File: config.mk
export PLATFORM = sky130hd
export DESIGN_NAME = execute_stage
export DESIGN_NICKNAME = d
export VERILOG_FILES = /design/src/logic/riscv_pkg.sv /design/src/logic/alu.sv /design/src/logic/decode_unit.sv /design/src/logic/execute_stage.sv
export VERILOG_INCLUDE_DIRS = /design/src /design/src/logic
export SDC_FILE = /design/constraint.sdc
export NUM_CORES = 2
export LEC_CHECK = 0
export ABC_CLOCK_PERIOD_IN_PS = 14680
export BUFFER_PORTS_ARGS = -buffer_cell sky130_fd_sc_hd__buf_2
export CORE_ASPECT_RATIO = 1.4
export CORE_MARGIN = 10
export CORE_UTILIZATION = 25
export CTS_BUF_LIST = sky130_fd_sc_hd__clkbuf_16
export CTS_CLUSTER_SIZE = 14
export DETAILED_ROUTE_END_ITERATION = 10
export SYNTH_ARGS = -nofsm -noshare
export SYNTH_HDL_FRONTEND = slang
export SYNTH_SLANG_ARGS = --single-unit
File: constraint.sdc
create_clock -name clk -period 14.68 [get_ports clk]
set_input_delay 2.936 -clock clk [delete_from_list [all_inputs] [get_ports clk]]
set_output_delay 2.936 -clock clk [all_outputs]
set_load 0.01 [all_outputs]
File: src/logic/riscv_defines.svh
`ifndef RISCV_DEFINES_SVH
`define RISCV_DEFINES_SVH

// datapath and register width
`define RV_XLEN 32

// instruction memory is word addressed, 256 words
`define RV_IMEM_AW 8

// first fetch address out of reset
`define RV_RESET_PC 32'h0000_0000

// fixed RV32I field positions
`define RV_OPC_LSB 0
`define RV_RD_LSB 7
`define RV_RS1_LSB 15
`define RV_RS2_LSB 20

`endif

File: src/logic/riscv_pkg.sv
`include "riscv_defines.svh"

package riscv_pkg;

    // major opcodes of the supported subset
    typedef enum logic [6:0] {
        OPC_OP     = 7'b0110011,
        OPC_OP_IMM = 7'b0010011,
        OPC_LUI    = 7'b0110111,
        OPC_BRANCH = 7'b1100011,
        OPC_JAL    = 7'b1101111
    } opcode_e;

    typedef enum logic [3:0] {
        ALU_ADD    = 4'd0,
        ALU_SUB    = 4'd1,
        ALU_AND    = 4'd2,
        ALU_OR     = 4'd3,
        ALU_XOR    = 4'd4,
        ALU_SLT    = 4'd5,
        ALU_SLL    = 4'd6,
        ALU_SRL    = 4'd7,
        ALU_PASS_B = 4'd8  // lui
    } alu_op_e;

    // program load port, only honored in reset
    typedef struct packed {
        logic                   valid;
        logic [`RV_IMEM_AW-1:0] addr;   // word address
        logic [31:0]            instr;
    } imem_write_t;

    typedef struct packed {
        logic               valid;
        logic [`RV_XLEN-1:0] pc;
        logic [31:0]        instr;
    } fetch_t;

    typedef struct packed {
        alu_op_e             alu_op;
        logic                use_imm;    // b operand from imm
        logic                reg_write;
        logic                is_branch;
        logic                branch_ne;  // bne, else beq
        logic                is_jal;
        logic [4:0]          rd;
        logic [4:0]          rs1;
        logic [4:0]          rs2;
        logic [`RV_XLEN-1:0] imm;
    } decode_t;

    typedef struct packed {
        logic                valid;
        logic [`RV_XLEN-1:0] pc;
        logic [4:0]          rd;
        logic [`RV_XLEN-1:0] data;
    } retire_t;

    typedef struct packed {
        logic                valid;
        logic [`RV_XLEN-1:0] pc;    // target
    } redirect_t;

endpackage

File: src/logic/alu.sv
`timescale 1ns/10ps

module alu
    import riscv_pkg::*;
(
    input  alu_op_e     op,
    input  logic [31:0] a,
    input  logic [31:0] b,
    output logic [31:0] result,
    output logic        equal
);

    logic [4:0] shamt;

    assign shamt = b[4:0];  // rv32i uses the low five bits only

    always_comb begin
        case (op)
            ALU_ADD: begin
                result = a + b;
            end
            ALU_SUB: begin
                result = a - b;
            end
            ALU_AND: begin
                result = a & b;
            end
            ALU_OR: begin
                result = a | b;
            end
            ALU_XOR: begin
                result = a ^ b;
            end
            ALU_SLT: begin
                result = {31'b0, $signed(a) < $signed(b)};
            end
            ALU_SLL: begin
                result = a << shamt;
            end
            ALU_SRL: begin
                result = a >> shamt;  // logical
            end
            ALU_PASS_B: begin
                result = b;
            end
            default: begin
                result = '0;
            end
        endcase
    end

    // branch compare, beq and bne
    assign equal = (a == b);

endmodule

File: src/logic/decode_unit.sv
`timescale 1ns/10ps
`include "riscv_defines.svh"

module decode_unit
    import riscv_pkg::*;
(
    input  logic [31:0] instr,
    output decode_t     dec
);

    logic [2:0]          funct3;
    logic                alt;      // funct7 bit 5, sub vs add
    logic [`RV_XLEN-1:0] imm_i;
    logic [`RV_XLEN-1:0] imm_u;
    logic [`RV_XLEN-1:0] imm_b;
    logic [`RV_XLEN-1:0] imm_j;

    assign funct3 = instr[14:12];
    assign alt    = instr[30];

    assign imm_i = {{20{instr[31]}}, instr[31:20]};
    assign imm_u = {instr[31:12], 12'b0};
    assign imm_b = {{19{instr[31]}}, instr[31], instr[7], instr[30:25], instr[11:8], 1'b0};
    assign imm_j = {{11{instr[31]}}, instr[31], instr[19:12], instr[20], instr[30:21], 1'b0};

    always_comb begin
        dec           = '0;
        dec.alu_op    = ALU_ADD;
        dec.rd        = instr[`RV_RD_LSB +: 5];
        dec.rs1       = instr[`RV_RS1_LSB +: 5];
        dec.rs2       = instr[`RV_RS2_LSB +: 5];
        dec.imm       = imm_i;

        case (opcode_e'(instr[`RV_OPC_LSB +: 7]))
            OPC_OP: begin
                dec.reg_write = 1'b1;
                case (funct3)
                    3'b000:  dec.alu_op = alt ? ALU_SUB : ALU_ADD;
                    3'b111:  dec.alu_op = ALU_AND;
                    3'b110:  dec.alu_op = ALU_OR;
                    3'b100:  dec.alu_op = ALU_XOR;
                    3'b010:  dec.alu_op = ALU_SLT;
                    3'b001:  dec.alu_op = ALU_SLL;
                    3'b101:  dec.alu_op = ALU_SRL;
                    default: dec.reg_write = 1'b0;  // sltu not supported
                endcase
            end
            OPC_OP_IMM: begin
                dec.reg_write = 1'b1;
                dec.use_imm   = 1'b1;
                case (funct3)
                    3'b000:  dec.alu_op = ALU_ADD;
                    3'b111:  dec.alu_op = ALU_AND;
                    3'b110:  dec.alu_op = ALU_OR;
                    3'b100:  dec.alu_op = ALU_XOR;
                    default: dec.reg_write = 1'b0;
                endcase
            end
            OPC_LUI: begin
                dec.reg_write = 1'b1;
                dec.use_imm   = 1'b1;
                dec.alu_op    = ALU_PASS_B;
                dec.imm       = imm_u;
            end
            OPC_BRANCH: begin
                dec.imm       = imm_b;
                dec.alu_op    = ALU_SUB;
                // only beq and bne
                dec.is_branch = (funct3 == 3'b000) || (funct3 == 3'b001);
                dec.branch_ne = funct3[0];
            end
            OPC_JAL: begin
                dec.reg_write = 1'b1;
                dec.is_jal    = 1'b1;
                dec.imm       = imm_j;
            end
            default: begin
                dec.reg_write = 1'b0;  // unknown, behaves as nop
            end
        endcase
    end

endmodule

File: src/logic/execute_stage.sv
`timescale 1ns/10ps
`include "riscv_defines.svh"

module execute_stage
    import riscv_pkg::*;
(
    input  logic      clk,
    input  logic      rst,
    input  fetch_t    fetch,
    output redirect_t redirect,
    output retire_t   retire
);

    decode_t             dec;
    logic [`RV_XLEN-1:0] regs [32];
    logic [`RV_XLEN-1:0] rs1_val;
    logic [`RV_XLEN-1:0] rs2_val;
    logic [`RV_XLEN-1:0] alu_b;
    logic [`RV_XLEN-1:0] alu_result;
    logic                alu_equal;
    logic [`RV_XLEN-1:0] wb_data;
    logic                wb_en;
    logic                taken;

    decode_unit u_decode (
        .instr (fetch.instr),
        .dec   (dec)
    );

    // write port fed from the retire register
    always_ff @(posedge clk) begin
        if (rst) begin
            for (int i = 0; i < 32; i++) begin
                regs[i] <= '0;
            end
        end else if (retire.valid) begin
            regs[retire.rd] <= retire.data;  // rd never zero here
        end
    end

    // x0 reads zero, forward from writeback on an rd match
    assign rs1_val = (dec.rs1 == 5'd0) ? '0 :
                     (retire.valid && retire.rd == dec.rs1) ? retire.data : regs[dec.rs1];
    assign rs2_val = (dec.rs2 == 5'd0) ? '0 :
                     (retire.valid && retire.rd == dec.rs2) ? retire.data : regs[dec.rs2];

    assign alu_b = dec.use_imm ? dec.imm : rs2_val;

    alu u_alu (
        .op     (dec.alu_op),
        .a      (rs1_val),
        .b      (alu_b),
        .result (alu_result),
        .equal  (alu_equal)
    );

    assign wb_data = dec.is_jal ? fetch.pc + `RV_XLEN'd4 : alu_result;  // link address
    assign wb_en   = fetch.valid && dec.reg_write && (dec.rd != 5'd0);

    assign taken          = dec.is_branch && (alu_equal ^ dec.branch_ne);
    assign redirect.valid = fetch.valid && (taken || dec.is_jal);
    assign redirect.pc    = fetch.pc + dec.imm;  // both b and j are pc relative

    always_ff @(posedge clk) begin
        if (rst) begin
            retire.valid <= 1'b0;
        end else begin
            retire.valid <= wb_en;
        end
        retire.pc   <= fetch.pc;
        retire.rd   <= dec.rd;
        retire.data <= wb_data;
    end

    // the slot behind a taken transfer is squashed and must not steer the pc
    squashed_no_redirect: assert property (
        @(posedge clk) disable iff (rst)
        redirect.valid |=> !redirect.valid
    ) else $error("redirect raised on the squashed slot");

endmodule

# ---- Yosys cells after proc, flatten, opt, wreduce, memory -nomap -nowiden
# Memory sizes are Yosys's and may differ from the RTL's.
# Cells that the tools add are included.
dict set report op_classes {
  reduce_logical 18
  div_mod_pow 0
  bitwise 4
  order_cmp 1
  add_sub_neg 4
  n_shift 2
  mul 0
  n_eq_ne 22
  mux 26
}
# cell n
set ops {}
lappend ops {{$pmux W32 S9} 1}
lappend ops {{$mux W32} 7}
lappend ops {{$pmux W31 S3} 1}
lappend ops {{$add A32 B32 Y32} 2}
lappend ops {{$add A32 B3 Y32 const B} 1}
lappend ops {{$and A32 B32 Y32} 1}
lappend ops {{$eq A32 B32 Y1} 1}
lappend ops {{$lt A32 B32 Y1} 1}
lappend ops {{$or A32 B32 Y32} 1}
lappend ops {{$reduce_or A32 Y1} 1}
lappend ops {{$shl A32 B5 Y32} 1}
lappend ops {{$shr A32 B5 Y32} 1}
lappend ops {{$sub A32 B32 Y32} 1}
lappend ops {{$xor A32 B32 Y32} 1}
lappend ops {{$pmux W4 S7} 1}
lappend ops {{$eq A4 B3 Y1 const B} 4}
lappend ops {{$pmux W4 S4} 1}
lappend ops {{$eq A7 B6 Y1 const B} 2}
lappend ops {{$eq A7 B7 Y1 const B} 2}
lappend ops {{$eq A3 B3 Y1 const B} 4}
lappend ops {{$mux W1} 11}
lappend ops {{$eq A5 B5 Y1} 2}
lappend ops {{$logic_not A5 Y1} 2}
lappend ops {{$pmux W3 S3} 1}
lappend ops {{18 further kinds} 26}
dict set report totals {
  ff_bits 70
  rom_bits 0
  latch_bits 0
  n_memories 1
  elab_cells 82
  ram_bits 1024
  input_bits 67
}
# name depth word_bits rd rd_ports_with_merged_regs wr line
set memory_table {}
lappend memory_table {regs 32 32 2 0 32 execute_stage.sv:15} ;# logic [`RV_XLEN-1:0] regs [32];

# ---- Logic depth before layout (Yosys ltp)
dict set report depth {
  ltp_word 10
  mapped_depth 29
}

# ---- Hierarchy
# From an unflattened synthesis, not the netlist that was laid out.
dict set report hier_totals {
  cells_unflattened 5314
  area_unflattened_um2 68375.6
}
# mod seq_area_each_um2 area_each_um2 cells_each instances
set by_module_without_submodules {}
lappend by_module_without_submodules {execute_stage 32150.8 59244.3 3989 1}
lappend by_module_without_submodules {alu 0.0 8520.7 1234 1}
lappend by_module_without_submodules {decode_unit 0.0 610.6 91 1}

# ---- Least setup slack after synthesis
# OpenSTA, ideal clock, no wires.
dict set report synth_timing {
  path_kind {input port to output port}
  startpoint {in fetch[20] in the netlist's numbering}
  endpoint {out redirect[32] in the netlist's numbering}
  path_buffers 8
  arrival_time_ps 8246
  path_stages 21
  slack_ps 3498
  cell_sequence {buf_6 -> buf_6 -> buf_2 -> buf_2 -> buf_2 -> buf_2 -> buf_1 -> mux4_2 -> mux4_2 -> mux2i_1 -> a211oi_1 -> o21bai_1 -> ha_1 -> clkbuf_1 -> or3_1 -> nor2_1 -> nand4_1 -> nor4_1 -> xnor2_1 -> nor4_1 -> o21a_1}
}
# element line
set synth_rtl {}
lappend synth_rtl {{start: declaration} execute_stage.sv:9} ;# input fetch_t fetch,
lappend synth_rtl {{end: declaration} execute_stage.sv:10} ;# output redirect_t redirect,

==> summary.md <==
| Metric | Value |
|---|---|
| Max Freq | `83.78 MHz` |
| Worst path cell trace | `buf_8, buf_12, mux4_2, mux4_2, nand2_1, nand3_1, o21ai_0, a2bb2oi_1, inv_1, ha_1, nor4_1, nand4_1, nor4_1, xnor2_1, nor4_1, o21a_1, buf_2` |
| Grt met1 use | `20.78%` |
| Fillers | `27330` |
| Final setup vio count | `0` |
| Top cells by count, synth | `1040 x and2_1, 1024 x edfxtp_1, 552 x mux4_2` |
| Clock share of power | `31.0%` |
| YS warnings | `0` |
| Ranking of synthesized cells by area | `edfxtp_1 46%, mux4_2 18%, and2_1 9.6%` |
| Max_slew headroom | `2.090%` |
| Post-synth ARST share | `0%` |
| Power after layout | `8.876 mW` |
| Post-Syn Instances | `5430` |
| GR Layer Usage met3 | `4.525%` |
| Layout Cells excl Fill | `9026` |
| Area leader, netlist | `edfxtp_1` |
| Tcrit/Tclk final | `81.31%` |
| Iteration-0 DRC Markers | `7530` |
| Dpl cells | `8823` |
| Initial antenna violation count | `33` |
| Slowest stage delay, CP | `0.60 ns` |
| Initial Utilization | `25.13%` |
| Die Y | `634.8 microns` |
| Leakage | `27.61 nW` |
| EDFF count, synth | `1024` |
| Switching pwr | `3.132 mW` |
| Setup tns final | `0 ns` |
| CTS sink count | `1094` |
| Critical path fanouts, max | `49` |
| Comb pwr share | `27.9%` |
| FF+latch count, synth | `1094` |
| First-pass iteration count of the detailed router | `6` |
| Worst-Margin Slew | `1.467 ns` |
| Vias in the first global route | `50710` |
| Final hold vios | `0` |
| Post-detail-place hpwl | `193400 microns` |
| Setup WS pre-CTS | `2.863 ns` |
| Wire length per cell | `32.55 microns` |
| # IOs | `170` |
| # hold bufs at CTS | `0` |
| Via density | `5.620` |
| Fin Clk Skew | `0.04841 ns` |
| Gp weighted congestion | `1.009` |
| DR DRC count | `0` |
| Busiest metal layer after global routing | `met2` |
| Met2 Use GR | `32.64%` |
| WP data arrival | `9.00 ns` |
| Final nets | `5612` |
| Distinct cells, synth | `94` |
| Post-Syn Area | `67490 sq um` |
| RSZ-0062 raised after global routing | `no` |
| Most common cell in the synthesized netlist | `and2_1` |
| Die W | `459.1 microns` |
| Internal Power | `5.744 mW` |
| Worst-Skew Late Latency | `0.77 ns` |
| Worst path bufs/invs | `4` |
| Cts bufs inserted | `103` |
| Mapped Nets | `5632` |
| GRT Overall Usage | `19.38%` |
| Post-CTS setup buffers | `0` |
| Via count | `50730` |
| Layout cells sized above 1 | `21.79%` |
| Worst setup path class | `in -> out` |
| Tmin final | `11.94 ns` |
| Crit-path most repeated cell | `nor4_1` |
| Post-cts sizing count | `0` |
| IO Port Bufs | `169` |
| Switching Share | `35.29%` |
| CP required | `11.74 ns` |
| Peak supply drop | `99.51 uV` |
| Hold Crit Class | `reg -> reg` |
| Outcome | `finished, final reports clean` |
| Grt ovf | `0` |
| H-tree Lvls | `3` |
| Slowest library cell on the worst path | `nor4_1` |
| Area growth from synthesis to layout | `12.67%` |
| Global-route wire length before repair | `402800 microns` |
| CTS tree | `yes` |
| Endpoint class of the critical path | `output pin` |
| Root Driver | `clkbuf_16` |
| Top_reg_cell synth | `edfxtp_1` |
| Max-slew violation count | `0` |
| Total die area | `291500 sq um` |
| Max Cap Viol | `0` |
| Seq pwr share | `41.1%` |
| Site row count | `225` |
| Crit path max-delay family | `simple AND/OR/NAND/NOR gates` |
| CTS max path bufs | `3` |
| Core area | `268600 sq um` |
| Aggregate routed wire length | `293800 microns` |
| Seq/Total Area, Yosys | `47.63%` |
| Pwr per Cell Area | `116.7 nW/um^2` |
| Post-synth top area share | `45.56%` |
| Final ANT Viol Nets | `0` |
| Critical path startpoint category | `input pin` |
| Clock-pin slew on the worst setup and hold paths | `0.07 ns` |
| Largest net degree at the start of global routing | `79` |
| Fin worst setup slack | `2.744 ns` |
| Mean post-synth cell area | `12.43 sq um` |
## layer usage
layer	share of wire, %	vias to the layer above
met1	32	25470
li1	-	20420
met2	48	3741
met4	9.5	18
met3	10	1083
met5	0.054	-
## cells by family (layout without fill, tap and decap cells)
kind of cell	count (synthesis)	count (layout)	synth area share, %
buffers and inverters	621	688	3.780
multiplexers	726	726	21.04
AND/OR/NAND/NOR	1923	1923	15.60
adder cells (fa/ha/maj)	135	135	2.536
AO/OA/AOI/OAI	846	846	8.301
flip-flops	1094	1094	47.63
other	0	11	0
XOR/XNOR	85	85	1.103
## cell usage in the layout (no fill, tap or decap), drive strengths merged, types with 17 or more instances in the layout
cell type | synthesis | layout
a211oi | 44 | 44
a21o | 42 | 42
a21oi | 213 | 213
a221oi | 45 | 45
a22o | 20 | 20
a22oi | 41 | 41
a31oi | 30 | 30
a32oi | 21 | 21
and2 | 1041 | 1041
and3 | 34 | 34
buf | 145 | 369
clkbuf | 350 | 107
clkinv | 1 | 58
dfxtp | 70 | 70
edfxtp | 1024 | 1024
ha | 132 | 132
inv | 125 | 143
mux2i | 161 | 161
mux4 | 552 | 552
nand2 | 276 | 276
nand2b | 20 | 20
nand3 | 69 | 69
nor2 | 298 | 298
nor3 | 53 | 53
o211ai | 24 | 24
o21ai | 161 | 161
o21bai | 29 | 29
o22ai | 44 | 44
o31ai | 17 | 17
or2 | 45 | 45
xnor2 | 59 | 59
xor2 | 26 | 26
## power groups by stage
stage                     Combinational, mW  Clock, mW  Sequential, mW
final                                  2.47       2.75            3.65
after global routing                   2.58       2.89            3.66
after CTS                              2.42       2.78            3.64
after detailed placement               2.41          0            3.71
after global placement                 2.40          0            3.70
after floorplan                        1.34          0            3.72
## layout make-up
class                           instances  area, sq um  area share, %
Multi-Input combinational cell       3715        33120          43.55
Timing Repair Buffer                  370         2540          3.340
Inverter                              126        476.7         0.6269
Clock inverter                         86        675.6         0.8885
Tap cell                             3518         4402          5.788
Clock buffer                          106         2653          3.488
Sequential cell                      1094        32150          42.28
Antenna cell                           11        27.53        0.03620
## tightest hold or removal path: cells and delay by family, from the launching register on
family	cells	cell delay, ns
flip-flops	1	0.30
AND/OR/NAND/NOR	1	0.18
buffers and inverters	1	0.24
## worst paths after layout
path / cells after the start / slack [ns] / to / startpoint
worst min-delay path: 2 / 0.86 / regs[12][5] / retire[5]
worst max-delay path: 17 / 2.74 / redirect[32] / fetch[20]
worst min register to register: 2 / 0.86 / regs[12][5] / retire[5]
worst max register to register: 18 / 6.73 / retire[26] / retire[36]
## registers in the layout, summed over array words and instances (netlist names)
| signal | cells |
|---|---|
| retire | 70 |
| regs | 1024 |
## metrics by stage
| step | cell area [sq um] | utilization (%) | hold WS (ns) |
|---|---|---|---|
| 3_5_place_dp | 72690 | 27.07 | 0.8488 |
| 2_1_floorplan | 67490 | - | 0.6767 |
| 5_1_grt | 76020 | 28.31 | 0.8784 |
| 6_report | 76050 | 28.32 | 0.8565 |
| 4_1_cts | 76020 | 28.31 | 0.8520 |
| 3_3_place_gp | 72690 | 27.07 | 0.8424 |
(Power assumes the default switching activity.)
